[config.mk]
export PLATFORM = sky130hd
export DESIGN_NAME = host_status_regs
export DESIGN_NICKNAME = d
export VERILOG_FILES = /design/src/cam_qspi_pkg.sv /design/src/host_status_regs.sv
export VERILOG_INCLUDE_DIRS = /design/src
export SDC_FILE = /design/constraint.sdc
export NUM_CORES = 1
export LEC_CHECK = 0
export BUFFER_PORTS_ARGS = -buffer_cell sky130_fd_sc_hd__buf_2
export CORE_MARGIN = 5
export CORE_UTILIZATION = 22
export DETAILED_ROUTE_END_ITERATION = 12
export PLACE_DENSITY = 0.74
export SKIP_LAST_GASP = 1
export SLEW_MARGIN = 30
export SYNTH_ARGS = -nofsm -noshare
export SYNTH_HDL_FRONTEND = slang
export SYNTH_SLANG_ARGS = --single-unit
[constraint.sdc]
create_clock -name WBs_CLK_i -period 1 [get_ports WBs_CLK_i]
set_input_delay 0.1 -clock WBs_CLK_i [delete_from_list [all_inputs] [get_ports WBs_CLK_i]]
set_output_delay 0.1 -clock WBs_CLK_i [all_outputs]
set_load 0.03 [all_outputs]
[src/cam_qspi_settings.svh]
// Widths, depths, burst length, SPI command code and status bit positions
`ifndef CAM_QSPI_SETTINGS_SVH
`define CAM_QSPI_SETTINGS_SVH

// ---------------------------------------------------------------------------
// Datapath sizes
`define CQ_WORD_W        32        // Buffer word
`define CQ_BYTE_W        8         // Camera byte
`define CQ_BANK_DEPTH    512       // Words per bank
`define CQ_PTR_W         10        // Buffer pointer, MSB selects bank

// ---------------------------------------------------------------------------
// Quad SPI SRAM transfer
`define CQ_BURST_WORDS   128       // Words per chip-select burst
`define CQ_QADDR_W       24        // SRAM byte address
`define CQ_BURST_BYTES   24'd512   // Address step per burst
`define CQ_CMD_WRITE     8'h38     // Quad write command

// Host status word and mode register
`define CQ_ST_BANK_BIT   0
`define CQ_ST_FIN_BIT    3
`define CQ_ST_VSYNC_BIT  8
`define CQ_MODE_WRITE    2'b10

`endif

[src/cam_qspi_pkg.sv]
// Shared word, pointer, address, status and state types
`include "cam_qspi_settings.svh"

package cam_qspi_pkg;

	typedef logic [`CQ_WORD_W-1:0]  cq_word_t;     // One packed buffer word
	typedef logic [`CQ_PTR_W-1:0]   cq_ptr_t;      // Bank bit plus word index
	typedef logic [`CQ_QADDR_W-1:0] cq_qaddr_t;    // SRAM byte address
	typedef logic [`CQ_WORD_W-1:0]  cq_status_t;   // Host status readback

	// Write sequencer phases
	typedef enum logic [2:0] {
		SEQ_IDLE,       // Wait for first full bank
		SEQ_CMD,        // Command bits on lane 0
		SEQ_ADDR,       // Six address nibbles
		SEQ_DATA,       // Word nibbles
		SEQ_CLOSE,      // Chip select released
		SEQ_GAP,        // Idle spacing between bursts
		SEQ_HANDOVER    // Bank done, wait for camera to move on
	} cq_seq_state_t;

	// Shifter operation
	typedef enum logic [2:0] {
		SH_HOLD,
		SH_LOAD_CMD,
		SH_LOAD_ADDR,
		SH_LOAD_DATA,
		SH_SHIFT
	} cq_shift_op_t;

endpackage

[src/host_status_regs.sv]
// Host acknowledge, mode register and status word
`include "cam_qspi_settings.svh"

module host_status_regs (
	input  logic                     WBs_CLK_i,    // System clock
	input  logic                     WBs_RST_i,    // Async reset, active high
	input  logic                     wbs_cyc_i,
	input  logic                     wbs_stb_i,
	input  logic                     wbs_we_i,
	input  logic [`CQ_WORD_W-1:0]    wbs_dat_i,    // Mode register write data
	input  logic                     vsync_i,
	input  logic                     cam_bank_i,
	input  logic                     tx_fin_i,
	output logic                     wbs_ack_o,
	output cam_qspi_pkg::cq_status_t wbs_dat_o,    // Status readback
	output logic                     mode_write_o  // Write mode selected
);

	logic       acc;        // Qualifying bus cycle
	logic [1:0] mode_reg;   // Host mode bits

	assign acc          = wbs_cyc_i & wbs_stb_i & ~wbs_ack_o;
	assign mode_write_o = (mode_reg == `CQ_MODE_WRITE);

	always_ff @(posedge WBs_CLK_i or posedge WBs_RST_i) begin
		if (WBs_RST_i) begin
			wbs_ack_o <= 1'b0;
			mode_reg  <= '0;
		end else begin
			wbs_ack_o <= acc;                      // Single-cycle ack
			if (acc && wbs_we_i)
				mode_reg <= wbs_dat_i[1:0];
		end
	end

	// Status word, unused bits zero
	always_comb begin
		wbs_dat_o                   = '0;
		wbs_dat_o[`CQ_ST_BANK_BIT]  = cam_bank_i;
		wbs_dat_o[`CQ_ST_FIN_BIT]   = tx_fin_i;
		wbs_dat_o[`CQ_ST_VSYNC_BIT] = vsync_i;
	end

endmodule

==> summary.md <==
| Metric | Value |
|---|---|
| Remaining DRCs | 0 |
| Hold Crit Endpoint | mode_reg[1] |
| Routed wl met2 | 300 um |
| Tmin final | 1030 ps |
| Setup tns final | -47.2 ps |
| Final core occ | 0.215 |
| Vias in the first global route | 174 |
| Post-Syn Area | 390 um^2 |
| Failing checks | negative setup slack |
| Worst-path clk slew | 40 ps |
| Final Max Tran Viols | 0 |
| Die span in y | 52.1 um |
| Pwr dens | 1680 mW/mm^2 |
| Hold path cells | 2 |
| Dpl cell area | 328 um^2 |
| F_max | 973 MHz |
| Worst skew pair latency | 240 ps |
| Final Worst Setup Slack | -27.6 ps |
| Fillers | 190 |
| Unique masters post-synth | 9 |
| Top Ports | 74 |
| IO Port Bufs | 8 |
| DR pass1 iterations | 1 |
| Proportion of layout cells with a drive suffix above 1 | 0.288 |
| Metal1 wirelength | 106 um |
| Vias per std cell | 2.53 |
| Antenna Cells | 0 |
| RR Startpoint | wbs_ack_o |
| Max reg flops | 2 |
| R2R setup slack | -30 ps |
| Uppermost layer routed | met4 |
| Required time of the critical path | 1110 ps |
| Worst Setup End Kind | register |
| Max cap viols | 0 |
| Routed wire length | 537 um |
| Final setup vio count | 3 |
| Layout area overhead | -6.09% |
| Row cnt | 15 |
| Crit start category | register |
| Post-DR wirelength/cell | 6.97 um |
| Fin crit share | 1.03 |
| CTS tree | done |
| Worst min-delay path category | input pin to register |
| Pin count of the biggest net entering global routing | 4 |
| Post CTS Setup Buffer Count | 0 |
| Yosys warns | 0 |
| Total track usage | 0.0327 |
| Avg Cell Area, Syn | 9.08 um^2 |
| Violation count after the first detailed-routing iteration | 0 |
| Maximum level of the CTS H-tree | 1 |
| Initial Util | 0.229 |
| Final #Nets | 93 |
| Synth top area share | 0.615 |
| Critical path class | register to register |
| Die Width | 52.1 um |
| Area contributors post-synth | buf_4 (62%), dfrtp_1 (19%), mux2_4 (7.7%) |
| Sequential fraction of the synthesis area | 0.192 |
| Met3 WL | 113 um |
| Synth area leader | buf_4 |
| Remaining antenna violation count after routing | 0 |
| Status | finished with violations |
| Die area | 0.00272 mm^2 |
| Clk Tree Root Cell | clkbuf_4 |
| RSZ-0062 raised after global routing | true |
| Initial antenna violation count | 0 |
| Clock buffer depth | 2 |
| RR Endpoint | mode_reg[0] |
| Worst R2R Path Depth | 2 |
| Grt total ovfl | 0 |
| Core Area | 0.00171 mm^2 |
| Gate Count Post-Synth | 43 |
| CTS sink cnt | 3 |
| Min Hold Slack | 92.6 ps |
| Skew final | 4.42 ps |
| Worst ir drop on vdd | 422 uV |
| Post-DP HPWL | 468 um |
| DR vias | 195 |
| Flops & latches, synth | 3 |
| Total power | 0.000618 W |
| Critical Path AT | 1140 ps |
| First-pass GRT wire length | 565 um |
| Post-route cell area | 367 um^2 |
| GPL Wtd Cong | 0.581 |
| Crit Path Max Fanout | 3 |
| Fin. Hold Viols | 0 |
| Num CTS Buffers | 3 |
| Leak Pwr | 0.228 nW |
| Hold Crit Start | wbs_dat_i[1] |
==> critical path, stage by stage, from the launching register on <==
cell and delay [ps]:
dfrtp_2 410, nand4b_4 190, mux2_4 310
==> logic make-up (layout without fill, tap and decap cells) <==
family,after synthesis,count (layout),synth area share
other cells,1,29,0.00961
buf+inv,33,14,0.625
flops,3,3,0.192
mux,2,2,0.0769
simple gates,4,4,0.0961
==> cell usage in the layout, fill, tap and decap left out, drive strengths merged <==
cell type,count
buf,8
dfrtp,3
nand2,1
dlygate4sd3,1
nor2b,1
clkbuf,4
mux2,2
nand4b,1
nor2,1
conb,29
inv,1
==> what timing repair did <==
action                                  in CTS  in global routing
cloned                                       0                  0
hold endpoints to repair                     3                  0
endpoints found under the setup margin       3                  3
gates resized for setup                      1                  0
hold buffers                                 1                  0
==> worst max path at each step <==
stage / from / end / slack (ps) / depth (start not counted)
3_3_place_gp: wbs_ack_o / mode_reg[1] / 2 / 2
6_report: wbs_ack_o / mode_reg[0] / -30 / 2
2_1_floorplan: wbs_ack_o / mode_reg[0] / -80 / 2
4_1_cts: wbs_ack_o / mode_reg[0] / -30 / 2
3_5_place_dp: wbs_ack_o / mode_reg[0] / -10 / 2
5_1_grt: wbs_ack_o / mode_reg[0] / -40 / 2
==> metal layers <==
layer,vias up,GRT usage
met1,84,0.0172
met5,-,0
met2,22,0.0523
met4,0,0.0655
li1,87,-
met3,2,0.0143
==> where the power goes <==
| part | switching, W | leakage (nW) | total [W] | internal, W |
|---|---|---|---|---|
| Combinational | 0.000190 | 0.178 | 0.000246 | 0.0000555 |
| Clock | 0.0000677 | 0.0150 | 0.000218 | 0.000150 |
| Sequential | 0.0000123 | 0.0355 | 0.000154 | 0.000142 |
==> synth_stat cells <==
library cell	instances
buf_4	32
dfrtp_1	3
mux2_4	2
conb_1	1
inv_1	1
nand2_1	1
nand4b_4	1
nor2_1	1
nor2b_1	1
==> layout make-up <==
class	instances	area, um^2	area share
repair buffers	9	52.6	0.143
inverters	1	3.75	0.0102
flip-flops and latches	3	76.3	0.208
clock buffers	4	26.3	0.0717
multi-input cells	35	176	0.481
well taps	25	31.3	0.0853
==> per-stage QoR <==
| stage | setup slack, ps | instances |
|---|---|---|
| finish | -27.6 | 77 |
| CTS | -25.5 | 77 |
| global route | -44.1 | 77 |
| floorplan | -84.4 | 71 |
| global placement | 2.02 | 72 |
| detailed placement | -13.9 | 72 |
Power figures use the tool's default switching activity.
