`config.mk`:
```
export PLATFORM = sky130hd
export DESIGN_NAME = qspi_shift_reg
export DESIGN_NICKNAME = d
export VERILOG_FILES = /design/src/cam_qspi_pkg.sv /design/src/qspi_shift_reg.sv
export VERILOG_INCLUDE_DIRS = /design/src
export SDC_FILE = /design/constraint.sdc
export NUM_CORES = 1
export LEC_CHECK = 0
export BUFFER_PORTS_ARGS = -buffer_cell sky130_fd_sc_hd__clkbuf_2
export CAP_MARGIN = 5
export CORE_ASPECT_RATIO = 1.75
export CORE_UTILIZATION = 45
export CTS_CLUSTER_DIAMETER = 120
export DETAILED_ROUTE_END_ITERATION = 10
export GPL_TIMING_DRIVEN = 0
export PLACE_DENSITY = 0.76
export SYNTH_ARGS = -nofsm -noshare
export SYNTH_HDL_FRONTEND = slang
export SYNTH_SLANG_ARGS = --single-unit
```
`constraint.sdc`:
```
create_clock -name WBs_CLK_i -period 1.4 [get_ports WBs_CLK_i]
set_input_delay 0.21 -clock WBs_CLK_i [delete_from_list [all_inputs] [get_ports WBs_CLK_i]]
set_output_delay 0.21 -clock WBs_CLK_i [all_outputs]
set_load 0.05 [all_outputs]
```
`src/cam_qspi_settings.svh`:
```
// Widths, depths, burst length, SPI command code and status bit positions
`ifndef CAM_QSPI_SETTINGS_SVH
`define CAM_QSPI_SETTINGS_SVH

// ---------------------------------------------------------------------------
// Datapath sizes
`define CQ_WORD_W        32        // Buffer word
`define CQ_BYTE_W        8         // Camera byte
`define CQ_BANK_DEPTH    512       // Words per bank
`define CQ_PTR_W         10        // Buffer pointer, MSB selects bank

// ---------------------------------------------------------------------------
// Quad SPI SRAM transfer
`define CQ_BURST_WORDS   128       // Words per chip-select burst
`define CQ_QADDR_W       24        // SRAM byte address
`define CQ_BURST_BYTES   24'd512   // Address step per burst
`define CQ_CMD_WRITE     8'h38     // Quad write command

// Host status word and mode register
`define CQ_ST_BANK_BIT   0
`define CQ_ST_FIN_BIT    3
`define CQ_ST_VSYNC_BIT  8
`define CQ_MODE_WRITE    2'b10

`endif

```
`src/cam_qspi_pkg.sv`:
```
// Shared word, pointer, address, status and state types
`include "cam_qspi_settings.svh"

package cam_qspi_pkg;

	typedef logic [`CQ_WORD_W-1:0]  cq_word_t;     // One packed buffer word
	typedef logic [`CQ_PTR_W-1:0]   cq_ptr_t;      // Bank bit plus word index
	typedef logic [`CQ_QADDR_W-1:0] cq_qaddr_t;    // SRAM byte address
	typedef logic [`CQ_WORD_W-1:0]  cq_status_t;   // Host status readback

	// Write sequencer phases
	typedef enum logic [2:0] {
		SEQ_IDLE,       // Wait for first full bank
		SEQ_CMD,        // Command bits on lane 0
		SEQ_ADDR,       // Six address nibbles
		SEQ_DATA,       // Word nibbles
		SEQ_CLOSE,      // Chip select released
		SEQ_GAP,        // Idle spacing between bursts
		SEQ_HANDOVER    // Bank done, wait for camera to move on
	} cq_seq_state_t;

	// Shifter operation
	typedef enum logic [2:0] {
		SH_HOLD,
		SH_LOAD_CMD,
		SH_LOAD_ADDR,
		SH_LOAD_DATA,
		SH_SHIFT
	} cq_shift_op_t;

endpackage

```
`src/qspi_shift_reg.sv`:
```
// Quad SPI output shifter for command, address and data
`include "cam_qspi_settings.svh"

module qspi_shift_reg (
	input  logic                       WBs_CLK_i,   // System clock
	input  logic                       WBs_RST_i,   // Async reset, active high
	input  cam_qspi_pkg::cq_shift_op_t shift_op_i,
	input  cam_qspi_pkg::cq_qaddr_t    qaddr_i,     // Burst start address
	input  cam_qspi_pkg::cq_word_t     data_i,      // Word from frame buffer
	output logic [3:0]                 quad_out_o   // SPI lanes 3..0
);

	localparam int         W   = `CQ_WORD_W;
	localparam int         QW  = `CQ_QADDR_W;
	localparam logic [7:0] CMD = `CQ_CMD_WRITE;

	cam_qspi_pkg::cq_word_t sreg;       // Remaining bits, left aligned
	logic                   cmd_mode;   // Single-bit shifting on lane 0

	always_ff @(posedge WBs_CLK_i or posedge WBs_RST_i) begin
		if (WBs_RST_i)
			cmd_mode <= 1'b0;
		else if (shift_op_i == cam_qspi_pkg::SH_LOAD_CMD)
			cmd_mode <= 1'b1;
		else if (shift_op_i == cam_qspi_pkg::SH_LOAD_ADDR ||
		         shift_op_i == cam_qspi_pkg::SH_LOAD_DATA)
			cmd_mode <= 1'b0;
	end

	// Loads store the value minus the symbol already on the lanes
	always_ff @(posedge WBs_CLK_i) begin
		case (shift_op_i)
			cam_qspi_pkg::SH_LOAD_CMD:  sreg <= {CMD[6:0], {(W-7){1'b0}}};
			cam_qspi_pkg::SH_LOAD_ADDR: sreg <= {qaddr_i[QW-5:0], {(W-QW+4){1'b0}}};
			cam_qspi_pkg::SH_LOAD_DATA: sreg <= {data_i[W-5:0], 4'h0};
			cam_qspi_pkg::SH_SHIFT:     sreg <= cmd_mode ? (sreg << 1) : (sreg << 4);
			default: ;                                  // Hold
		endcase
	end

	// ---------------------------------------------------------------------------
	// Lane drive, leading symbol straight from the load source
	always_comb begin
		case (shift_op_i)
			cam_qspi_pkg::SH_LOAD_CMD:  quad_out_o = {3'b000, CMD[7]};
			cam_qspi_pkg::SH_LOAD_ADDR: quad_out_o = qaddr_i[QW-1:QW-4];
			cam_qspi_pkg::SH_LOAD_DATA: quad_out_o = data_i[W-1:W-4];
			cam_qspi_pkg::SH_SHIFT:     quad_out_o = cmd_mode ? {3'b000, sreg[W-1]} : sreg[W-1:W-4];
			default:                    quad_out_o = 4'h0;   // Lanes idle
		endcase
	end

endmodule

```
==> flow_summary.toml <==
[place]
place_congestion = 0.8095
numPortBuffers = 64
hpwl_mm = 4.272
post-place-cells = 282

[cells_and_area]
drive_above_1_share_pct = 51.88
antenna_cells = 0
area_growth_pct = 33.35
layout.cells.non_filler = 291
nets = 299

[timing]
finalCritPeriodShare_pct = 114.6
worst_slew_pin_slew_ns = 0.5223
layout_min_cycle_time_ns = 1.604
rsz0062_at_grt = "true"
fin_worst_skew_ns = 0.003070
hold_violations = 0
setup_violations = 4
max_freq_mhz = 623.5
final.setup.worst_slack_ns = -0.2039
hold_slack_ns = 0.2125
slew_headroom_pct = 65.03
maxSlewViolCount = 0

[synth]
synth_compound_area_share_pct = 17.49
netlist_instances = 166
synthMuxAreaShare_pct = 13.02
synth_area_leaders = "edfxtp_1 39%, mux2i_1 13%, o211ai_2 9.3%, or4bb_1 8.4%, nand4b_1 7.3%"
synth.distinct_cells = 32
syn_area_sq_um = 2153
yosysWarningCount = 0
yosysTopAreaCellShare_pct = 39.05
ys.flop_type = "edfxtp_1"
synthTopCellsByCount = "28 x edfxtp_1, 28 x mux2i_1, 18 x nand4b_1"
syn_nets = 227
synth_top_family_by_area = "simple AND/OR/NAND/NOR gates"
ys_ff_latch = 29
synth_xor_area_share_pct = 0.4067
synthAdderAreaFrac_pct = 0
synth_edf_count = 28
yosys.area_share.simple_pct = 21.79
syn_avg_cell_area_sq_um = 12.97
synth-seq-area-share_pct = 40.21
ys_async_sr_fraction_pct = 3.448
synth_area_leader_cell = "edfxtp_1"

[drt]
vias_per_cell = 5.883
firstDrtPassIters = 6
drc = 0
vias = 1712
avgRoutedWirePerCell_um = 18.45
antenna_left = 0
drt_iter0_drc = 44
drt-total-wl_mm = 5.369

[clocking]
cts.clk_slew.worst_paths_ns = 0.06
worstSkewPairLatency_ns = 0.28
clock_sinks = 29
cts_buffers = 5
cts_tree = "done"
clockBufferDepth = 2
htree_levels = 2
clockRootBuffer = "clkbuf_8"

[hold_path]
min_path_type = "in -> reg"

[power_and_ir_drop]
vdd_drop_max_mv = 0.7012
cellPowerDensity_nw_per_um2 = 855.4
cellLeakagePower_nw = 1.191

[setup_path]
critPathArrivalTime_ns = 1.39
crit_required_ns = 1.19
path_class = "reg -> out"
cp_max_fo = 3
end_kind = "output port"
worstSetupStartpointType = "flip-flop"
rrSetupSlack_ns = 0.03

[die]
core-area_sq_um = 4624
die_h_um = 93.51
io-pin-count = 65
die_area_sq_um = 5077
row_count = 33
die-width_um = 54.29
initial_core_util_pct = 46.56

[run_status]
violations = "setup timing"
status = "complete, but fails checks"

[global_route]
grtUsageTotal_pct = 24.06
grt_pass1_vias = 1830
grt-ovfl-total = 0
antenna_found_initial = 0
grt_max_degree = 20
grt_pass1_wl_mm = 8.645

[job]
drv_cap = 0
[placed cells by master (no fill, tap or decap), types with 4 or more instances in the layout]
cell	count
edfxtp_1	28
buf_8	6
nand4b_1	18
o211ai_2	15
buf_4	4
or4bb_1	15
clkbuf_8	7
buf_2	7
clkbuf_2	60
o2bb2ai_2	4
inv_1	4
buf_6	4
mux2i_1	25
[repair_timing]
action                                  in CTS  in global routing
pin swaps                                    3                  2
gates resized for setup                     19                 15
endpoints found under the hold margin        1                  0
endpoints found under the setup margin      32                 15
buffers inserted                             3                  0
gates cloned                                 1                  0
hold buffers                                 1                  0
[worst paths after layout]
path / from / endpoint / cells past startpoint
max: cmd_mode / quad_out_o[0] / 4
min: data_i[7] / sreg[11] / 2
max reg2reg: cmd_mode / sreg[26] / 4
min reg2reg: sreg[4] / sreg[5] / 1
max in group asynchronous: WBs_RST_i / cmd_mode / 3
min in group asynchronous: WBs_RST_i / cmd_mode / 3
[cells by family after synthesis]
family,after synthesis
AOI/OAI and AO/OA,32
and+or+nand+nor,49
xor gates and xnor gates,1
buffers and inverters,27
DFF,29
muxes,28
[through the flow]
step	utilization [%]	TNS (ns)	setup slack [ns]	instance area [sq um]	power (mW)
global placement	57.47	-14.52	-0.4632	2658	1.744
CTS	61.80	-0.8804	-0.2320	2858	2.444
global route	62.09	-0.8631	-0.2342	2872	2.542
detailed placement	57.47	-14.92	-0.4919	2658	1.753
floorplan	-	-1.789	-0.05750	2272	1.555
finish	62.09	-0.6993	-0.2039	2872	2.456
[critical path, cell delays in order, from the launching register on]
cell	delay, ns
dfrtp_2	0.45
buf_12	0.14
mux2i_4	0.18
o211ai_4	0.18
buf_8	0.17
[cell type report]
type / instances / area [sq um]
repair buffers: 68 / 392.9
inverters: 4 / 15.01
clock buffers: 5 / 68.82
flip-flops and latches: 29 / 867.1
well taps: 52 / 65.06
clock inverters: 3 / 12.51
fillers: 382 / 1753
plain buffers: 19 / 176.4
multi-input cells: 111 / 1274
[registers in the layout, summed over array words and instances, names as in the netlist]
register and flops:
sreg 28, cmd_mode 1
[per-layer routing]
metal	vias up	global-route usage (%)	part of all wire, %	wire [um]
li1	835	-	-	-
met1	804	26.56	38	2049
met2	59	42.48	54	2926
met3	14	3.740	4.1	220
met4	0	10.90	3.2	172
met5	-	0	0	0
[where the power goes]
group          internal (mW)  switching (mW)
clock network          0.333           0.313
registers               1.06          0.0596
logic                  0.339           0.347
total                   1.74           0.719
(Power assumes the default switching activity.)
