**src/cam_qspi_settings.svh**
```systemverilog
// Widths, depths, burst length, SPI command code and status bit positions
`ifndef CAM_QSPI_SETTINGS_SVH
`define CAM_QSPI_SETTINGS_SVH

// ---------------------------------------------------------------------------
// Datapath sizes
`define CQ_WORD_W        32        // Buffer word
`define CQ_BYTE_W        8         // Camera byte
`define CQ_BANK_DEPTH    512       // Words per bank
`define CQ_PTR_W         10        // Buffer pointer, MSB selects bank

// ---------------------------------------------------------------------------
// Quad SPI SRAM transfer
`define CQ_BURST_WORDS   128       // Words per chip-select burst
`define CQ_QADDR_W       24        // SRAM byte address
`define CQ_BURST_BYTES   24'd512   // Address step per burst
`define CQ_CMD_WRITE     8'h38     // Quad write command

// Host status word and mode register
`define CQ_ST_BANK_BIT   0
`define CQ_ST_FIN_BIT    3
`define CQ_ST_VSYNC_BIT  8
`define CQ_MODE_WRITE    2'b10

`endif

```
**src/cam_qspi_pkg.sv**
```systemverilog
// Shared word, pointer, address, status and state types
`include "cam_qspi_settings.svh"

package cam_qspi_pkg;

	typedef logic [`CQ_WORD_W-1:0]  cq_word_t;     // One packed buffer word
	typedef logic [`CQ_PTR_W-1:0]   cq_ptr_t;      // Bank bit plus word index
	typedef logic [`CQ_QADDR_W-1:0] cq_qaddr_t;    // SRAM byte address
	typedef logic [`CQ_WORD_W-1:0]  cq_status_t;   // Host status readback

	// Write sequencer phases
	typedef enum logic [2:0] {
		SEQ_IDLE,       // Wait for first full bank
		SEQ_CMD,        // Command bits on lane 0
		SEQ_ADDR,       // Six address nibbles
		SEQ_DATA,       // Word nibbles
		SEQ_CLOSE,      // Chip select released
		SEQ_GAP,        // Idle spacing between bursts
		SEQ_HANDOVER    // Bank done, wait for camera to move on
	} cq_seq_state_t;

	// Shifter operation
	typedef enum logic [2:0] {
		SH_HOLD,
		SH_LOAD_CMD,
		SH_LOAD_ADDR,
		SH_LOAD_DATA,
		SH_SHIFT
	} cq_shift_op_t;

endpackage

```
**src/cam_byte_packer.sv**
```systemverilog
// Camera byte packer with write pointer and current camera bank
`include "cam_qspi_settings.svh"

module cam_byte_packer (
	input  logic                   WBs_CLK_i,   // System clock
	input  logic                   WBs_RST_i,   // Async reset, active high
	input  logic                   pix_stb_i,   // One strobe per pixel byte
	input  logic                   vsync_i,
	input  logic                   href_i,
	input  logic [`CQ_BYTE_W-1:0]  cam_dat_i,
	output cam_qspi_pkg::cq_word_t word_o,      // Packed word, first byte on top
	output logic                   word_wr_o,   // One-cycle write strobe
	output cam_qspi_pkg::cq_ptr_t  wr_ptr_o,    // Buffer slot for word_o
	output logic                   cam_bank_o   // Bank being filled
);

	logic                                byte_vld;    // Byte qualifies for packing
	logic                                last_byte;   // Fourth byte of a word
	logic [1:0]                          slot;        // Byte position in word
	logic [`CQ_WORD_W-`CQ_BYTE_W-1:0]    part;        // First three bytes
	cam_qspi_pkg::cq_ptr_t               nxt_ptr;     // Slot for the next word

	assign byte_vld   = pix_stb_i & href_i & vsync_i;
	assign last_byte  = byte_vld & (slot == 2'd3);
	assign cam_bank_o = nxt_ptr[`CQ_PTR_W-1];         // Bank of upcoming writes

	// ---------------------------------------------------------------------------
	// Slot counter and pointer
	always_ff @(posedge WBs_CLK_i or posedge WBs_RST_i) begin
		if (WBs_RST_i) begin
			slot      <= '0;
			word_wr_o <= 1'b0;
			wr_ptr_o  <= '0;
			nxt_ptr   <= '0;
		end else begin
			word_wr_o <= last_byte;                   // Strobe follows 4th byte
			if (byte_vld)
				slot <= slot + 2'd1;                  // Slot kept across gaps
			if (last_byte) begin
				wr_ptr_o <= nxt_ptr;
				nxt_ptr  <= nxt_ptr + cam_qspi_pkg::cq_ptr_t'(1);  // Wraps over both banks
			end
		end
	end

	// Byte shift and word capture
	always_ff @(posedge WBs_CLK_i) begin
		if (byte_vld)
			part <= {part[`CQ_WORD_W-2*`CQ_BYTE_W-1:0], cam_dat_i};
		if (last_byte)
			word_o <= {part, cam_dat_i};              // MSB first
	end

endmodule

```
**config.mk**
```make
export PLATFORM = sky130hd
export DESIGN_NAME = cam_byte_packer
export DESIGN_NICKNAME = d
export VERILOG_FILES = /design/src/cam_qspi_pkg.sv /design/src/cam_byte_packer.sv
export VERILOG_INCLUDE_DIRS = /design/src
export SDC_FILE = /design/constraint.sdc
export NUM_CORES = 1
export LEC_CHECK = 0
export ABC_AREA = 1
export BUFFER_PORTS_ARGS = -buffer_cell sky130_fd_sc_hd__buf_2
export CAP_MARGIN = 20
export CORE_ASPECT_RATIO = 0.75
export CORE_MARGIN = 10
export CORE_UTILIZATION = 55
export DETAILED_ROUTE_END_ITERATION = 12
export HOLD_SLACK_MARGIN = 0.15
export PLACE_DENSITY = 0.88
export SYNTH_ARGS = -nofsm -noshare
export SYNTH_HDL_FRONTEND = slang
export SYNTH_SLANG_ARGS = --single-unit
```
**constraint.sdc**
```tcl
create_clock -name WBs_CLK_i -period 2.3 [get_ports WBs_CLK_i]
set_input_delay 0.23 -clock WBs_CLK_i [delete_from_list [all_inputs] [get_ports WBs_CLK_i]]
set_output_delay 0.23 -clock WBs_CLK_i [all_outputs]
set_load 0.1 [all_outputs]
```
==> flow_summary.json <==
{
  "start_util": 0.5643,
  "grt_max_degree": 41,
  "pin_count": 57,
  "synth-simple-area-share": 0.1071,
  "worst-setup-path-type": "flip-flop to flip-flop",
  "antenna_cells": 0,
  "ys_ff_latch": 79,
  "avgSynthCellArea_um2": 15.53,
  "worst_pin_slew_ns": 0.8586,
  "holdCritPathClass": "input port to flip-flop",
  "worstSkewPairLatency_ns": 0.34,
  "period_share": 0.6454,
  "grt_usage": 0.1271,
  "die_area_mm2": 0.008220,
  "area_growth_pct": 24.35,
  "cts_root_buffer": "clkbuf_8",
  "power_density_mw_per_mm2": 1018,
  "synth-xor-area-share": 0.01602,
  "net-switching-power_uw": 1096,
  "peakVddDrop_v": 0.0006462,
  "cts_buffers": 9,
  "fill_cells": 328,
  "synthesis.nets": 191,
  "ys_types": 20,
  "synth_seq_area_share": 0.8256,
  "rows": 22,
  "grt.overflow.total": 0,
  "h-tree-depth": 3,
  "clockPowerShare": 0.316,
  "clkSinkCount": 79,
  "start_kind": "flip-flop",
  "wire_per_inst_um": 14.81,
  "vias": 1519,
  "finClkSkew_ns": 0.007116,
  "placed_cells": 291,
  "status": "finished clean",
  "synthAdderAreaFrac": 0.009153,
  "gp_congestion": 0.8644,
  "crit_path_max_fanout": 40,
  "rsz0062_at_grt": "no",
  "cts.clk_slew.worst_paths_ns": 0.08,
  "synth_compound_area_frac": 0.01556,
  "die_w_um": 101.4,
  "antenna_found_initial": 0,
  "crit_arrival_ns": 1.72,
  "first_iter_violations": 112,
  "p_leak_uw": 0.001425,
  "wirelength_um": 4679,
  "ant_nets": 0,
  "setup_viol": 0,
  "drt-vias-per-instance": 4.807,
  "synth_top_family_by_area": "simple AND/OR/NAND/NOR gates",
  "syn_inst": 176,
  "holdWs_ns": 0.2095,
  "setup_tns_ns": 0,
  "p_int_uw": 2365,
  "slew_viol_final": 0,
  "pwr-share-seq": 0.490,
  "synthMuxAreaShare": 0,
  "grt_pass1_vias": 1625,
  "pre_cts_ws_ns": 0.8290,
  "yosys_warnings": 0,
  "die_h_um": 81.06,
  "finalCriticalPeriod_ns": 1.484,
  "fin_cells": 316,
  "slew_headroom": 0.4270,
  "fin_ws_ns": 0.8156,
  "cp.required_ns": 2.53,
  "dr.pass1.iters": 4,
  "clock.fmax_mhz": 673.7,
  "post-route-drc-count": 0,
  "timing_hold_violations_final": 0,
  "cts_tree": "done",
  "final_layout_size_suffix_gt1_frac": 0.3125,
  "grt_first_pass_wirelength_um": 7797,
  "syn_area_mm2": 0.002734,
  "core_mm2": 0.004845,
  "maxCapViolations": 0,
  "cts_buffer_depth": 2,
  "post_cts.repair.setup_buffers": 0,
  "place_hpwl_um": 3127,
  "pwr-share-comb": 0.194,
  "p_sw_frac": 0.3168,
  "crit_path_end_kind": "flip-flop",
  "port_buffers": 56,
  "nNetsFinal": 266
}
==> state kept, by name, indices dropped and copies added (netlist names) <==
signal / cells
word_o: 32
part: 24
nxt_ptr: 10
slot: 2
wr_ptr_o: 10
word_wr_o: 1
==> power by group through the flow <==
stage,Clock (uW),Combinational [uW],Sequential (uW)
after detailed placement,0,664,1730
after floorplan,0,136,2140
after CTS,1120,676,1700
final,1090,670,1700
after global routing,1180,712,1710
after global placement,0,658,1720
==> per-stage QoR <==
step           area (um2)    util  total power [uW]
2_1_floorplan        2734       -              2272
3_3_place_gp         3089  0.6377              2380
3_5_place_dp         3089  0.6377              2390
4_1_cts              3400  0.7017              3490
5_1_grt              3400  0.7017              3604
6_report             3400  0.7017              3461
==> worst max-delay path, cell delays in order (launching register included) <==
cell	delay [ns]
dfrtp_1	0.37
ha_1	0.22
inv_2	0.06
nor2_4	0.20
buf_12	0.26
nand2_1	0.10
xor2_1	0.15
==> cell families (layout without fill, tap and decap cells) <==
family / Yosys count / in the layout
buffers and inverters: 15 / 95
flip-flops: 79 / 79
AND/OR/NAND/NOR: 67 / 67
AO/OA/AOI/OAI: 8 / 8
adder cells (fa/ha/maj): 2 / 2
XOR/XNOR: 5 / 5
==> area by class of cell <==
type / instances / area, um2 / share of cell area
clock buffer: 10 / 127.6 / 0.03754
sequential: 79 / 2257 / 0.6640
tap: 60 / 75.07 / 0.02208
inverter: 12 / 45.04 / 0.01325
timing repair buffer: 67 / 397.9 / 0.1170
multi-input combinational: 82 / 404.1 / 0.1189
clock inverter: 6 / 92.59 / 0.02724
==> cell usage in the layout (no fill, tap or decap), types with 4 or more instances in the layout <==
master	instances
nor2_1	5
edfxtp_1	56
clkbuf_8	9
nand2_1	49
nand3_1	4
dlygate4sd3_1	9
inv_1	11
dfrtp_1	23
buf_2	56
o21ai_1	4
==> Yosys cell counts <==
library cell	instances	area share
nand2_1	49	0.067
inv_2	1	0.0014
nand4_1	3	0.0069
nand2_2	1	0.0023
o21ai_1	4	0.0073
o21bai_1	1	0.0027
nor2_1	5	0.0069
nor2_2	2	0.0046
dfrtp_1	23	0.21
buf_6	2	0.0082
buf_2	1	0.0018
nand3_1	4	0.0073
xnor2_1	3	0.0096
ha_1	2	0.0092
nor2_4	2	0.0082
inv_1	11	0.015
nand3_2	1	0.0037
xor2_1	2	0.0064
edfxtp_1	56	0.62
o21ai_0	3	0.0055
==> metal layers <==
metal | track usage | share of wire | vias up
met5 | 0 | 0 | -
met4 | 0.05417 | 0.015 | 0
met3 | 0.06616 | 0.078 | 6
met2 | 0.2177 | 0.51 | 43
met1 | 0.1285 | 0.39 | 722
li1 | - | - | 748
==> final timing paths <==
path	from	end	slack, ns	cells past startpoint
min	href_i	slot[0]	0.21	3
min in group asynchronous	WBs_RST_i	wr_ptr_o[0]	0.63	3
max	slot[0]	nxt_ptr[3]	0.82	6
max reg2reg	slot[0]	nxt_ptr[3]	0.82	6
max in group asynchronous	WBs_RST_i	slot[0]	1.14	3
min reg2reg	part[20]	word_o[28]	0.42	0
==> timing repair <==
item | in CTS | in global routing
gates resized for setup | 0 | 0
hold buffers | 9 | 0
endpoints found under the hold margin | 39 | 0
Power figures use the tool's default switching activity.
