[config.mk]
export PLATFORM = sky130hd
export DESIGN_NAME = qspi_write_seq
export DESIGN_NICKNAME = d
export VERILOG_FILES = /design/src/cam_qspi_pkg.sv /design/src/qspi_write_seq.sv
export VERILOG_INCLUDE_DIRS = /design/src
export SDC_FILE = /design/constraint.sdc
export NUM_CORES = 1
export LEC_CHECK = 0
export ABC_AREA = 1
export BUFFER_PORTS_ARGS = -buffer_cell sky130_fd_sc_hd__clkbuf_2
export CAP_MARGIN = 30
export CORE_ASPECT_RATIO = 0.7
export CORE_MARGIN = 2
export CORE_UTILIZATION = 61
export CTS_CLUSTER_DIAMETER = 40
export DETAILED_ROUTE_END_ITERATION = 8
export PLACE_DENSITY = 0.91
export SLEW_MARGIN = 10
export SYNTH_ARGS = -nofsm -noshare
export SYNTH_HDL_FRONTEND = slang
export SYNTH_SLANG_ARGS = --single-unit
[constraint.sdc]
create_clock -name WBs_CLK_i -period 5.12 [get_ports WBs_CLK_i]
set_clock_uncertainty 0.2 [all_clocks]
set_input_delay 0.768 -clock WBs_CLK_i [delete_from_list [all_inputs] [get_ports WBs_CLK_i]]
set_output_delay 0.768 -clock WBs_CLK_i [all_outputs]
set_load 0.02 [all_outputs]
[src/cam_qspi_settings.svh]
// Widths, depths, burst length, SPI command code and status bit positions
`ifndef CAM_QSPI_SETTINGS_SVH
`define CAM_QSPI_SETTINGS_SVH

// ---------------------------------------------------------------------------
// Datapath sizes
`define CQ_WORD_W        32        // Buffer word
`define CQ_BYTE_W        8         // Camera byte
`define CQ_BANK_DEPTH    512       // Words per bank
`define CQ_PTR_W         10        // Buffer pointer, MSB selects bank

// ---------------------------------------------------------------------------
// Quad SPI SRAM transfer
`define CQ_BURST_WORDS   128       // Words per chip-select burst
`define CQ_QADDR_W       24        // SRAM byte address
`define CQ_BURST_BYTES   24'd512   // Address step per burst
`define CQ_CMD_WRITE     8'h38     // Quad write command

// Host status word and mode register
`define CQ_ST_BANK_BIT   0
`define CQ_ST_FIN_BIT    3
`define CQ_ST_VSYNC_BIT  8
`define CQ_MODE_WRITE    2'b10

`endif

[src/cam_qspi_pkg.sv]
// Shared word, pointer, address, status and state types
`include "cam_qspi_settings.svh"

package cam_qspi_pkg;

	typedef logic [`CQ_WORD_W-1:0]  cq_word_t;     // One packed buffer word
	typedef logic [`CQ_PTR_W-1:0]   cq_ptr_t;      // Bank bit plus word index
	typedef logic [`CQ_QADDR_W-1:0] cq_qaddr_t;    // SRAM byte address
	typedef logic [`CQ_WORD_W-1:0]  cq_status_t;   // Host status readback

	// Write sequencer phases
	typedef enum logic [2:0] {
		SEQ_IDLE,       // Wait for first full bank
		SEQ_CMD,        // Command bits on lane 0
		SEQ_ADDR,       // Six address nibbles
		SEQ_DATA,       // Word nibbles
		SEQ_CLOSE,      // Chip select released
		SEQ_GAP,        // Idle spacing between bursts
		SEQ_HANDOVER    // Bank done, wait for camera to move on
	} cq_seq_state_t;

	// Shifter operation
	typedef enum logic [2:0] {
		SH_HOLD,
		SH_LOAD_CMD,
		SH_LOAD_ADDR,
		SH_LOAD_DATA,
		SH_SHIFT
	} cq_shift_op_t;

endpackage

[src/qspi_write_seq.sv]
// Quad SPI write burst sequencer with bank handover
`include "cam_qspi_settings.svh"

module qspi_write_seq (
	input  logic                       WBs_CLK_i,     // System clock
	input  logic                       WBs_RST_i,     // Async reset, active high
	input  logic                       mode_write_i,  // Host write mode
	input  logic                       cam_bank_i,    // Bank the camera is filling
	output logic                       rd_en_o,       // Buffer fetch
	output cam_qspi_pkg::cq_ptr_t      rd_ptr_o,
	output cam_qspi_pkg::cq_shift_op_t shift_op_o,
	output cam_qspi_pkg::cq_qaddr_t    qaddr_o,       // Current burst address
	output logic                       quad_ncs_o,    // SRAM chip select, low active
	output logic                       tx_fin_o       // Read pointer at bank start
);

	localparam logic [2:0] CMD_LAST  = 3'd7;          // 8 command bits
	localparam logic [2:0] ADDR_LAST = 3'd5;          // 6 address nibbles
	localparam logic [2:0] NIB_LAST  = 3'd7;          // 8 nibbles per word
	localparam logic [2:0] GAP_LAST  = 3'd1;          // 2 gap cycles
	localparam int         WC_W      = $clog2(`CQ_BURST_WORDS);
	localparam logic [WC_W-1:0] WORD_LAST = WC_W'(`CQ_BURST_WORDS - 1);

	cam_qspi_pkg::cq_seq_state_t state;
	logic [2:0]                  phase;      // Bit or nibble index in phase
	logic [WC_W-1:0]             word_cnt;   // Word index in burst
	logic                        tx_bank;    // Bank being sent
	logic                        bank_rdy;   // Camera has left tx_bank
	logic                        active;     // Chip select phases

	assign tx_bank  = rd_ptr_o[`CQ_PTR_W-1];
	assign bank_rdy = (cam_bank_i != tx_bank);
	assign tx_fin_o = (rd_ptr_o[`CQ_PTR_W-2:0] == '0);
	assign active   = mode_write_i & (state == cam_qspi_pkg::SEQ_CMD ||
	                                  state == cam_qspi_pkg::SEQ_ADDR ||
	                                  state == cam_qspi_pkg::SEQ_DATA);

	assign quad_ncs_o = ~active;                      // Released at once on mode clear

	// Fetch one cycle ahead of each word's first nibble
	assign rd_en_o = mode_write_i &
	                 ((state == cam_qspi_pkg::SEQ_ADDR && phase == ADDR_LAST) ||
	                  (state == cam_qspi_pkg::SEQ_DATA && phase == NIB_LAST &&
	                   word_cnt != WORD_LAST));

	// ---------------------------------------------------------------------------
	// Shifter control
	always_comb begin
		shift_op_o = cam_qspi_pkg::SH_HOLD;
		if (mode_write_i) begin
			case (state)
				cam_qspi_pkg::SEQ_CMD:
					shift_op_o = (phase == '0) ? cam_qspi_pkg::SH_LOAD_CMD : cam_qspi_pkg::SH_SHIFT;
				cam_qspi_pkg::SEQ_ADDR:
					shift_op_o = (phase == '0) ? cam_qspi_pkg::SH_LOAD_ADDR : cam_qspi_pkg::SH_SHIFT;
				cam_qspi_pkg::SEQ_DATA:
					shift_op_o = (phase == '0) ? cam_qspi_pkg::SH_LOAD_DATA : cam_qspi_pkg::SH_SHIFT;
				default: ;
			endcase
		end
	end

	// ---------------------------------------------------------------------------
	// Burst FSM
	always_ff @(posedge WBs_CLK_i or posedge WBs_RST_i) begin
		if (WBs_RST_i) begin
			state    <= cam_qspi_pkg::SEQ_IDLE;
			phase    <= '0;
			word_cnt <= '0;
			qaddr_o  <= '0;
			rd_ptr_o <= '0;
		end else if (!mode_write_i) begin
			state    <= cam_qspi_pkg::SEQ_IDLE;   // Restart from bank 0, address 0
			phase    <= '0;
			word_cnt <= '0;
			qaddr_o  <= '0;
			rd_ptr_o <= '0;
		end else begin
			if (rd_en_o)
				rd_ptr_o <= rd_ptr_o + cam_qspi_pkg::cq_ptr_t'(1);
			case (state)
				cam_qspi_pkg::SEQ_IDLE, cam_qspi_pkg::SEQ_HANDOVER: begin
					phase <= '0;
					if (bank_rdy)
						state <= cam_qspi_pkg::SEQ_CMD;   // Other bank is full
				end
				cam_qspi_pkg::SEQ_CMD: begin
					phase <= (phase == CMD_LAST) ? 3'd0 : phase + 3'd1;
					if (phase == CMD_LAST)
						state <= cam_qspi_pkg::SEQ_ADDR;
				end
				cam_qspi_pkg::SEQ_ADDR: begin
					phase    <= (phase == ADDR_LAST) ? 3'd0 : phase + 3'd1;
					word_cnt <= '0;
					if (phase == ADDR_LAST)
						state <= cam_qspi_pkg::SEQ_DATA;
				end
				cam_qspi_pkg::SEQ_DATA: begin
					phase <= phase + 3'd1;            // Wraps after each word
					if (phase == NIB_LAST) begin
						word_cnt <= word_cnt + WC_W'(1);
						if (word_cnt == WORD_LAST)
							state <= cam_qspi_pkg::SEQ_CLOSE;
					end
				end
				cam_qspi_pkg::SEQ_CLOSE: begin
					qaddr_o <= qaddr_o + `CQ_BURST_BYTES;   // Wraps at 24 bits
					phase   <= '0;
					state   <= cam_qspi_pkg::SEQ_GAP;
				end
				cam_qspi_pkg::SEQ_GAP: begin
					phase <= phase + 3'd1;
					if (phase == GAP_LAST) begin
						phase <= '0;
						state <= tx_fin_o ? cam_qspi_pkg::SEQ_HANDOVER : cam_qspi_pkg::SEQ_CMD;
					end
				end
				default: state <= cam_qspi_pkg::SEQ_IDLE;
			endcase
		end
	end

endmodule

==> impl_summary.txt, run 1 <==
----------------------------------------------------
[Power and ir drop]
  Power, Total ... 0.000939 W
  Peak supply drop ... 0.334 mV
  Cell internal pwr ... 0.000603 W
  Relative contribution of sequential cells to total power ... 0.371
  Total power divided by cell area ... 329 nW/um^2
  Share of power burned in combinational logic ... 0.290
  Switching fraction of total power ... 0.357
  Part of the power in the clock network ... 0.339
  Net Sw Power ... 0.000335 W
  Reported leakage power ... 1.51 nW

[CTS]
  Root buffer cell ... clkbuf_8
  Later-pin clock latency in the skew report ... 290 ps
  Register clock-pin slew on the reported worst setup and hold paths ... 70 ps
  Maximum clock path buffer count ... 2
  Total number of H-tree levels ... 2
  Total setup buffers inserted after CTS ... 0
  Total CTS buffers ... 5
  Number of instances resized during post-cts repair ... 0
  TritonCTS Sinks ... 38
  Clock tree from TritonCTS ... yes
  Hold Buf Count CTS ... 0

[Min path]
  Min-delay worst type ... flip-flop to flip-flop
  Beginning of the worst hold path ... phase[1]$_DFFE_PP0P_

[Cells and area]
  Fill cells ... 334
  Area overhead of the layout relative to synthesis ... 13.0%
  Fraction of layout instances using a drive strength above 1 ... 0.146
  Number of cells in the finished layout apart from fillers ... 464
  Post-route core utilization ... 0.723
  ANT cells ... 0
  Area occupied by multi-input gates ... 1310 sq um
  Total number of nets in the final design ... 424
  Sequential cell area ... 951 sq um

[Placement]
  Placed wire-length estimate after detailed placement ... 4.15 mm
  Last weighted congestion value of the routability-driven placer ... 0.930
  Count of buffers from port buffering ... 34
  # placed instances ... 456

[Logic synthesis]
  Number of warnings issued by yosys ... 0
  Seq cells post-synth ... 38
  Area share of the largest cell type after synthesis ... 0.377
  Synth unique cells ... 28
  Sequential cell area fraction in the yosys report ... 0.377
  Main area contributors after synthesis ... dfrtp_1 38%, nand2_1 15%, inv_1 7.6%
  Mean post-synth cell area ... 6.75 sq um
  Post-synthesis cell type with the largest combined area ... dfrtp_1
  Post-Synthesis Cells ... 374
  Post-Synthesis Cell Area ... 2520 sq um

[STA]
  Final Hold Viols ... 0
  Number of pins with negative max-slew slack in the final report ... 0
  Setup-failing EPs final ... 0
  Max_slew headroom ... 0.563
  Ratio of final minimum period to clock period ... 0.595
  Final critical path time including I/O delays and setup ... 3050 ps
  Setup Total Neg Slack ... 0 ps
  Slew @ Worst Pin ... 656 ps
  Max frequency ... 328 MHz
  Setup repair after global routing missed its margin ... no

[Floorplan]
  Chip width ... 80.9 um
  Placeable core region ... 3950 sq um
  Initial Util ... 0.640
  IO Count ... 44
  Height of the die ... 57.8 um
  Site row count ... 19
  Die outline area ... 4680 sq um

[Critical path]
  Worst setup SP type ... input pin
  Critical Path AT ... 2080 ps
  Class of the most critical setup path ... input pin to output port
  Type of destination of the critical path ... output port
  Cell-by-cell trace of the critical path ... clkbuf_2 -> inv_1 -> nor4_1 -> clkbuf_2
  Critical path data required time ... 4150 ps
  Delay of the slowest cell on the worst path ... 500 ps
  Critical path's slowest cell ... clkbuf_2
  Worst flop-to-flop path startpoint ... state[0]$_DFFE_PP0P_
  Timing startpoint of the critical path ... mode_write_i
  Top fanout value on the critical path ... 33
  Kind of cell adding the most delay to the critical path ... buffers and inverters
  Crit path buf inv count ... 3
  Worst path most repeated cell ... clkbuf_2

[Drt]
  Final WL ... 5.72 mm
  Number of design rule violations left after detail routing ... 0
  Total vias in the final route ... 2515
  Post-DR vias/cell ... 5.42
  Routed wirelength normalized by instance count ... 12.3 um
  Initial DRC Count ... 226
  Number of iterations in the first detailed-routing pass ... 4
  Antenna Nets Post-Route ... 0

[Global routing]
  Antenna violations before repair ... 0
  Sum of overflow across all layers after global routing ... 0
  GRT Total Usage ... 0.273
  Wire length of the first global-routing pass ... 9.91 mm
  Number of global-route vias before repair ... 2244
  Largest net degree at the start of global routing ... 39

[Flow run]
  Max cap viols ... 0

[Status]
  Result of the run ... completed

----------------------------------------------------
[sequential cells by signal (all words and copies together), names as in the netlist]
signal	count
state	3
qaddr_o	15
word_cnt	7
phase	3
rd_ptr_o	10
[power by group through the flow]
stage | sequential [W] | combinational [W] | clock (W)
2_1_floorplan | 0.000340 | 0.000228 | 0
3_3_place_gp | 0.000352 | 0.000264 | 0
3_5_place_dp | 0.000353 | 0.000265 | 0
4_1_cts | 0.000347 | 0.000268 | 0.000324
5_1_grt | 0.000351 | 0.000311 | 0.000337
6_report | 0.000349 | 0.000272 | 0.000318
[worst min-delay path: stages, from the launching register on]
cell	delay [ps]
dfrtp_1	370
nand2_1	60
nand2_1	60
[final cells by class]
class                           count  area share
Multi-Input combinational cell    275       0.458
Sequential cell                    38       0.333
Inverter                           56      0.0737
Timing Repair Buffer               35      0.0623
Clock buffer                        6      0.0290
Tap cell                           52      0.0228
Clock inverter                      2      0.0211
[logic make-up after synthesis]
family,after synthesis,share of synthesized area
fa+ha+maj,9,0.0446
flops,38,0.377
buf+inv,69,0.118
compound gates,41,0.0838
xor+xnor,1,0.00347
simple gates,215,0.372
other cells,1,0.00149
[cell usage in the layout, fill, tap and decap left out, types with 2 or more instances in the layout]
cell and instances:
conb_1 9, nor3_1 7, o21ai_1 3, a21oi_1 13
nand2_2 5, nor2_2 3, ha_1 9, bufinv_16 2
dfrtp_1 38, clkbuf_2 34, nor2_1 48, nand3_1 29
inv_1 51, o21ai_0 22, clkbuf_8 6, nand4_1 15
nand2_1 102, inv_2 5
[synthesized netlist by cell type, drive strengths merged]
master and count:
nand2 108, inv 56, nor2 52, dfrtp 38
nand3 30, o21ai 25, nand4 15, a21oi 13
buf 11, ha 9, nor3 7, clkbuf 2
a211oi 1, a31oi 1, and3 1, conb 1
nor4 1, o21bai 1, or2 1, xor2 1
[layer usage]
metal  GRT usage  part of all wire
met1       0.402              0.49
met2       0.416              0.43
met3      0.0576             0.072
met4      0.0678            0.0093
met5           0                 0
[through the flow]
step                      worst slack [ps]  hold WS [ps]  cell area, sq um
final                                 2070           319              2850
after global routing                  1950           342              2850
after CTS                             2130           320              2850
after detailed placement              2140           300              2710
after global placement                2090           300              2710
after floorplan                       2400           275              2550
[worst paths after layout]
kind,end,slack (ps),depth (start not counted)
min in group asynchronous,rd_ptr_o[2]$_DFFE_PP0P_,360,3
worst max register to register,qaddr_o[21]$_DFFE_PP0N_,3140,8
worst min register to register,phase[1]$_DFFE_PP0P_,320,2
worst max-delay path,shift_op_o[1],2070,4
max in group asynchronous,phase[1]$_DFFE_PP0P_,4020,3
worst min-delay path,phase[1]$_DFFE_PP0P_,320,2
No activity file was read; power rests on OpenSTA's default activity.
==> inputs of run 2 (changes only) <==
--- a/config.mk
+++ b/config.mk
@@ -11,10 +11,10 @@
 export CAP_MARGIN = 30
 export CORE_ASPECT_RATIO = 0.7
 export CORE_MARGIN = 2
-export CORE_UTILIZATION = 61
+export CORE_UTILIZATION = 56
 export CTS_CLUSTER_DIAMETER = 40
 export DETAILED_ROUTE_END_ITERATION = 8
-export PLACE_DENSITY = 0.91
+export PLACE_DENSITY = 0.85
 export SLEW_MARGIN = 10
 export SYNTH_ARGS = -nofsm -noshare
 export SYNTH_HDL_FRONTEND = slang
==> constraint.sdc (replaced) <==
create_clock -name WBs_CLK_i -period 3.1 [get_ports WBs_CLK_i]
set_clock_uncertainty 0.2 [all_clocks]
set_input_delay 0.465 -clock WBs_CLK_i [delete_from_list [all_inputs] [get_ports WBs_CLK_i]]
set_output_delay 0.465 -clock WBs_CLK_i [all_outputs]
set_load 0.02 [all_outputs]
==> run 2 against run 1 <==
Against the previous run: critical path depth increased by 3; critical path type is now flip-flop to output port; power increased by 56%; routed wire length decreased by 0.17%; die area increased by 8.4%; sequential power increased by 64%; setup slack got worse by 1600 ps; register-to-register slack got worse by 1900 ps; count of clock-buffer cells in the layout decreased by 1; combinational power increased by 70%; largest cell class unchanged; utilization decreased by 6.6 points; flip-flop and latch count unchanged; sequential share of layout area increased by 0.088 points.
==> impl_summary.txt, run 2 (same netlist as run 1, synthesis figures left out) <==
----------------------------------------------------
[Critical path]
  Top fanout value on the critical path ... 10 (-70%)
  Reg2Reg Depth ... 9 (+1)
  Worst reg2reg endpoint ... state[1]$_DFFE_PP0P_
  Class of the most critical setup path ... flip-flop to output port
  R2R setup slack ... 1230 ps (-1910 ps)
  Cell-by-cell trace of the critical path ... inv_1 -> nor2_2 -> nand3_2 -> nand2_2 -> nand2_1 -> inv_2 -> clkbuf_2
  Type of destination of the critical path ... output port
  Critical Path AT ... 1950 ps (-130 ps)
  Critical path data required time ... 2430 ps (-1720 ps)
  Critical path's slowest cell ... dfrtp_1
  Worst setup SP type ... flip-flop
  Delay of the slowest cell on the worst path ... 540 ps (+40 ps)
  Worst flop-to-flop path startpoint ... phase[0]$_DFFE_PP0P_

[Status]
  Result of the run ... completed

[STA]
  Setup repair after global routing missed its margin ... no
  Number of pins with negative max-slew slack in the final report ... 0 (unchanged)
  Final critical path time including I/O delays and setup ... 2610 ps
  Final Hold Viols ... 0 (unchanged)
  Setup Total Neg Slack ... 0 ps (unchanged)
  Ratio of final minimum period to clock period ... 0.843
  Worst hold-check slack ... 324 ps (+4.64 ps)
  Setup-failing EPs final ... 0 (unchanged)
  Max frequency ... 383 MHz

[Cells and area]
  Top library cells by usage in the layout, fill and taps aside ... 102 x nand2_1, 51 x inv_1, 48 x nor2_1
  Total number of nets in the final design ... 426 (+0.47%)
  Fraction of layout instances using a drive strength above 1 ... 0.147 (+0.00171)
  Area overhead of the layout relative to synthesis ... 12.7%
  ANT cells ... 0 (unchanged)
  Number of flip-flops in the largest register ... 15 (unchanged)
  Largest register by flop count ... qaddr_o
  Largest regs ... qaddr_o (15), rd_ptr_o (10), word_cnt (7)
  Most common library cell in the layout ignoring fill and taps ... nand2_1

[Drt]
  Initial DRC Count ... 190 (-16%)
  Final WL ... 5.71 mm (-0.17%)
  Number of iterations in the first detailed-routing pass ... 5 (+1)
  Antenna Nets Post-Route ... 0 (unchanged)
  Number of design rule violations left after detail routing ... 0 (unchanged)
  Post-DR vias/cell ... 5.25 (-3.2%)
  Total vias in the final route ... 2461 (-2.1%)
  Routed wirelength normalized by instance count ... 12.2 um (-1.2%)

[Global routing]
  Largest net degree at the start of global routing ... 28 (-28%)
  Sum of overflow across all layers after global routing ... 0 (unchanged)
  Number of global-route vias before repair ... 2078 (-7.4%)
  GRT Total Usage ... 0.243 (-0.0301)
  Wire length of the first global-routing pass ... 9.60 mm (-3.1%)
  Antenna violations before repair ... 0 (unchanged)

[Floorplan]
  Die outline area ... 5070 sq um (+8.4%)
  Initial Util ... 0.583 (-0.0566)
  Placeable core region ... 4330 sq um (+9.7%)
  Chip width ... 84.2 um (+4.1%)
  IO Count ... 44 (unchanged)
  Site row count ... 20 (+1)
  Height of the die ... 60.2 um (+4.1%)

[CTS]
  Total CTS buffers ... 5 (unchanged)
  Total number of H-tree levels ... 2 (unchanged)
  Root buffer cell ... clkbuf_8
  Later-pin clock latency in the skew report ... 310 ps (+20 ps)
  TritonCTS Sinks ... 38 (unchanged)
  Number of instances resized during post-cts repair ... 0 (unchanged)
  Total setup buffers inserted after CTS ... 0 (unchanged)
  Register clock-pin slew on the reported worst setup and hold paths ... 70 ps (about the same)
  Maximum clock path buffer count ... 2 (unchanged)
  Hold Buf Count CTS ... 1 (+1)
  Clock tree from TritonCTS ... yes

[Placement]
  Last weighted congestion value of the routability-driven placer ... 0.950 (+2.2%)
  Placed wire-length estimate after detailed placement ... 4.27 mm (+3.0%)
  Count of buffers from port buffering ... 34 (unchanged)

[Power and ir drop]
  Peak supply drop ... 0.376 mV (+13%)
  Reported leakage power ... 1.50 nW (-0.80%)
  Total power divided by cell area ... 516 nW/um^2 (+57%)

[Min path]
  Beginning of the worst hold path ... phase[1]$_DFFE_PP0P_
  Cell depth of the worst min-delay path ... 2 (unchanged)
  Worst hold endpoint ... phase[1]$_DFFE_PP0P_
  Min-delay worst type ... flip-flop to flip-flop

[Flow run]
  Max cap viols ... 0 (unchanged)

----------------------------------------------------
-- run 2: cell types whose count changed in the layout (fill, tap and decap cells not counted) --
cell	before	now
bufinv_16	2	1
clkinvlp_4	0	2
dlygate4sd3_1	0	1
buf_4	1	2
clkbuf_8	6	5
-- run 2: worst max path at each step --
stage	startpoint	to	slack, ps
after global placement	mode_write_i	shift_op_o[1]	850
after CTS	state[0]$_DFFE_PP0P_	rd_en_o	490
after floorplan	state[2]$_DFFE_PP0P_	shift_op_o[2]	810
final	state[0]$_DFFE_PP0P_	rd_en_o	490
after global routing	state[0]$_DFFE_PP0P_	rd_en_o	320
after detailed placement	state[0]$_DFFE_PP0P_	rd_en_o	820
-- run 2: layout make-up --
| class | instances | area (sq um) |
|---|---|---|
| clock inverter | 3 | 45.0 |
| timing repair buffer | 37 | 195 |
| sequential | 38 | 951 |
| fill | 398 | 1490 |
| inverter | 56 | 210 |
| multi-input combinational | 275 | 1310 |
| tap | 55 | 68.8 |
| clock buffer | 5 | 68.8 |
-- run 2: through the flow --
step / setup slack [ps] / utilization / std cells / power [W] / instance area (sq um)
floorplan: 806 / - / 382 / 0.000938 / 2550
global route: 324 / 0.657 / 469 / 0.00157 / 2840
finish: 487 / 0.657 / 469 / 0.00147 / 2840
global placement: 848 / 0.628 / 460 / 0.00103 / 2720
CTS: 495 / 0.657 / 469 / 0.00147 / 2840
detailed placement: 818 / 0.628 / 460 / 0.00103 / 2720
-- run 2: where the power goes --
part           internal [W]  switching [W]
clock network      0.000239       0.000194
registers          0.000520      0.0000515
logic              0.000135       0.000327
-- run 2: per-layer routing --
metal / global-route usage / vias up / wire, um
met3: 0.0677 / 4 / 360
met1: 0.350 / 1124 / 2900
met5: 0 / - / 0
met2: 0.363 / 82 / 2410
met4: 0.0645 / 0 / 38
li1: - / 1251 / -
-- run 2: critical path, delay by kind of cell, from the launching register on --
family,cells,cell delay (ps)
AND/OR/NAND/NOR,4,640
flip-flops,1,540
buffers and inverters,3,450
==> inputs of run 3 (changes only) <==
--- a/config.mk
+++ b/config.mk
@@ -6,15 +6,15 @@
 export SDC_FILE = /design/constraint.sdc
 export NUM_CORES = 1
 export LEC_CHECK = 0
-export ABC_AREA = 1
+export ABC_AREA = 0
 export BUFFER_PORTS_ARGS = -buffer_cell sky130_fd_sc_hd__clkbuf_2
 export CAP_MARGIN = 30
 export CORE_ASPECT_RATIO = 0.7
 export CORE_MARGIN = 2
-export CORE_UTILIZATION = 56
+export CORE_UTILIZATION = 50
 export CTS_CLUSTER_DIAMETER = 40
 export DETAILED_ROUTE_END_ITERATION = 8
-export PLACE_DENSITY = 0.85
+export PLACE_DENSITY = 0.81
 export SLEW_MARGIN = 10
 export SYNTH_ARGS = -nofsm -noshare
 export SYNTH_HDL_FRONTEND = slang
==> constraint.sdc (replaced) <==
create_clock -name WBs_CLK_i -period 2.39 [get_ports WBs_CLK_i]
set_clock_uncertainty 0.2 [all_clocks]
set_input_delay 0.3585 -clock WBs_CLK_i [delete_from_list [all_inputs] [get_ports WBs_CLK_i]]
set_output_delay 0.3585 -clock WBs_CLK_i [all_outputs]
set_load 0.02 [all_outputs]
==> run 3 against run 2 <==
Against the previous run: first-iteration DRC count decreased by 46%; critical path depth decreased by 3; sequential power increased by 23%; global-route usage decreased by 3.8 points.
==> impl_summary.txt, run 3 <==
----------------------------------------------------
[CTS]
  Register clock-pin slew on the reported worst setup and hold paths ... 80 ps (about the same)
  Total setup buffers inserted after CTS ... 0 (unchanged)
  Total CTS buffers ... 5 (unchanged)
  TritonCTS Sinks ... 38 (unchanged)
  Later-pin clock latency in the skew report ... 290 ps (-20 ps)
  Root buffer cell ... clkbuf_8
  Total number of H-tree levels ... 2 (unchanged)
  Clock tree from TritonCTS ... yes
  Maximum clock path buffer count ... 2 (unchanged)

[Cells and area]
  Number of flip-flops in the largest register ... 15 (unchanged)
  Largest register by flop count ... qaddr_o
  Most common library cell in the layout ignoring fill and taps ... dfrtp_1
  Area overhead of the layout relative to synthesis ... 16.4%
  Total number of nets in the final design ... 323 (-24%)
  Fraction of layout instances using a drive strength above 1 ... 0.203 (+0.0552)
  Top library cells by usage in the layout, fill and taps aside ... 37 x dfrtp_1, 34 x clkbuf_2, 29 x nor2_1
  Post-route core utilization ... 0.619 (-0.0380)
  Largest regs ... qaddr_o (15), rd_ptr_o (10), word_cnt (7)
  ANT cells ... 0 (unchanged)

[Logic synthesis]
  Main area contributors after synthesis ... dfrtp_1 40%, xnor2_1 6.0%, ha_1 4.8%
  Area share of the largest cell type after synthesis ... 0.404 (+0.0270)
  Dominant combinational cell family by area after synthesis ... simple AND/OR/NAND/NOR gates
  Mean post-synth cell area ... 8.72 sq um (+29%)
  Most common flop cell mapped by yosys ... dfrtp_1
  Post-synthesis cell type with the largest combined area ... dfrtp_1
  Area share of and/or/nand/nor cells after synthesis ... 0.247 (-0.125)
  Adder-cell share of the synthesized area ... 0.0478 (+0.00320)
  Post-synthesis async set-or-reset flop share ... 1.00 (unchanged)
  Most numerous cell in the Yosys netlist ... dfrtp_1
  Post-synthesis mux area share ... 0.0133 (+0.0133)
  Number of warnings issued by yosys ... 0 (unchanged)
  Synthesized-area fraction occupied by ao, oa, aoi and oai cells ... 0.114 (+0.0305)
  Parity-gate share of the synthesized area counting xor and xnor cells ... 0.0930 (+0.0895)
  Number of enable-type register cells in the synthesized netlist ... 0 (unchanged)
  Synth unique cells ... 47 (+68%)
  Sequential cell area fraction in the yosys report ... 0.404 (+0.0270)
  Synth cell count leaders ... 38 x dfrtp_1, 29 x nor2_1, 25 x nand2_1
  Post-Synthesis Cells ... 270 (-28%)
  Seq cells post-synth ... 38 (unchanged)
  Post-Synthesis Cell Area ... 2350 sq um (-6.7%)

[Global routing]
  Met1 usage in global routing ... 0.310 (-0.0402)
  Antenna violations before repair ... 0 (unchanged)
  Global routing's busiest layer ... met1
  Met3 Usage GRT ... 0.0456 (-0.0221)
  Number of global-route vias before repair ... 1703 (-18%)
  Sum of overflow across all layers after global routing ... 0 (unchanged)
  GRT Total Usage ... 0.205 (-0.0378)
  Wire length of the first global-routing pass ... 8.24 mm (-14%)
  Met2 usage in global routing ... 0.293 (-0.0693)
  Largest net degree at the start of global routing ... 39 (+39%)

[STA]
  Ratio of final minimum period to clock period ... 0.944
  Setup Total Neg Slack ... 0 ps (unchanged)
  Final critical path time including I/O delays and setup ... 2260 ps
  Setup-failing EPs final ... 0 (unchanged)
  Slew @ Worst Pin ... 756 ps
  Final Hold Viols ... 0 (unchanged)
  Max_slew headroom ... 0.483
  Setup repair after global routing missed its margin ... no
  Setup slack of the critical path after layout ... 134 ps (-354 ps)
  Number of pins with negative max-slew slack in the final report ... 0 (unchanged)
  Max frequency ... 443 MHz

[Critical path]
  Delay of the slowest cell on the worst path ... 490 ps (-50 ps)
  Worst setup SP type ... flip-flop
  Critical path data required time ... 1830 ps (-600 ps)
  Type of destination of the critical path ... output port
  Critical path's slowest cell ... dfrtp_1
  Critical Path AT ... 1700 ps (-250 ps)
  Class of the most critical setup path ... flip-flop to output port
  Cell-by-cell trace of the critical path ... and2b_1 -> nand4b_1 -> a21oi_1 -> clkbuf_2
  Worst flop-to-flop path startpoint ... state[2]$_DFFE_PP0P_
  Top fanout value on the critical path ... 10 (unchanged)
  Timing startpoint of the critical path ... state[2]$_DFFE_PP0P_

[Drt]
  Final WL ... 5.18 mm (-9.2%)
  Post-DR vias/cell ... 5.56 (+5.9%)
  Number of design rule violations left after detail routing ... 0 (unchanged)
  Initial DRC Count ... 103 (-46%)
  Number of iterations in the first detailed-routing pass ... 6 (+1)
  Total vias in the final route ... 2034 (-17%)
  Antenna Nets Post-Route ... 0 (unchanged)
  Routed wirelength normalized by instance count ... 14.2 um (+16%)

[Floorplan]
  Initial Util ... 0.532 (-0.0513)
  Chip width ... 86.0 um (+2.1%)
  Die outline area ... 5280 sq um (+4.2%)
  Height of the die ... 61.4 um (+2.1%)
  IO Count ... 44 (unchanged)
  Site row count ... 20 (unchanged)
  Placeable core region ... 4430 sq um (+2.3%)

[Power and ir drop]
  Peak supply drop ... 0.466 mV (+24%)
  Total power divided by cell area ... 653 nW/um^2 (+27%)
  Reported leakage power ... 1.23 nW (-18%)

[Placement]
  Count of buffers from port buffering ... 34 (unchanged)
  Post-place setup slack ... 208 ps (-610 ps)
  Placed wire-length estimate after detailed placement ... 3.72 mm (-13%)
  Last weighted congestion value of the routability-driven placer ... 0.952 (+0.19%)

[Status]
  Result of the run ... completed

[Flow run]
  Max cap viols ... 0 (unchanged)

[Min path]
  Min-delay worst type ... input pin to flip-flop
  Beginning of the worst hold path ... mode_write_i

----------------------------------------------------
[run 3: changes by cell type in the layout (fill, tap and decap cells not counted), sizes merged, moves of 5 or more]
cell and delta:
nand3 -21, buf +8, o21ai -12, nand4 -9
or3 +5, inv -37, xnor2 +16, nor2 -23
xor2 +8, nand2 -83
[run 3: what timing repair did]
item / in CTS / in global routing
setup endpoints to repair: 0 / 3
resized for setup: 0 / 4
hold buffers: 1 / 0
endpoints found under the hold margin: 38 / 0
[run 3: cells by family after synthesis]
family          count (synthesis)
simple gates                  110
compound gates                 45
buf+inv                        39
flops                          38
xor+xnor                       25
fa+ha+maj                       9
mux                             3
other cells                     1
[run 3: final timing paths]
check	end	slack, ps	depth (start not counted)
max	rd_en_o	130	4
min reg2reg	phase[1]$_DFFE_PP0P_	330	1
max in group asynchronous	state[1]$_DFFE_PP0P_	1120	4
max reg2reg	state[1]$_DFFE_PP0P_	140	6
min	state[0]$_DFFE_PP0P_	220	3
min in group asynchronous	rd_ptr_o[9]$_DFFE_PP0P_	500	4
[run 3: stage by stage]
step | instances | total power, W | hold WS, ps | cell area [sq um]
finish | 366 | 0.00179 | 217 | 2740
global route | 366 | 0.00188 | 238 | 2740
detailed placement | 357 | 0.00113 | 288 | 2580
CTS | 366 | 0.00180 | 190 | 2730
global placement | 357 | 0.00112 | 281 | 2580
floorplan | 278 | 0.00103 | 291 | 2380
[run 3: cell type report]
type / count / area (sq um)
fillers: 372 / 1690
multi-input cells: 201 / 1260
flip-flops and latches: 38 / 952
repair buffers: 45 / 255
inverters: 19 / 71.3
clock buffers: 5 / 68.8
clock inverters: 3 / 68.8
well taps: 55 / 68.8
[run 3: routing by layer]
layer	wire (um)	vias up
li1	-	983
met1	2570	964
met2	2200	83
met3	360	4
met4	60	0
met5	0	-
[run 3: where the power goes]
| group | switching (W) | internal [W] | total [W] |
|---|---|---|---|
| combinational | 0.000273 | 0.000154 | 0.000427 |
| sequential | 0.0000403 | 0.000664 | 0.000705 |
| clock | 0.000240 | 0.000418 | 0.000658 |
| total | 0.000553 | 0.00124 | 0.00179 |
[run 3: worst max-delay path, delay by kind of cell, from the launching register on]
kind            cells  cell delay [ps]
flops               1              490
simple gates        2              510
buf+inv             1              200
compound gates      1              210
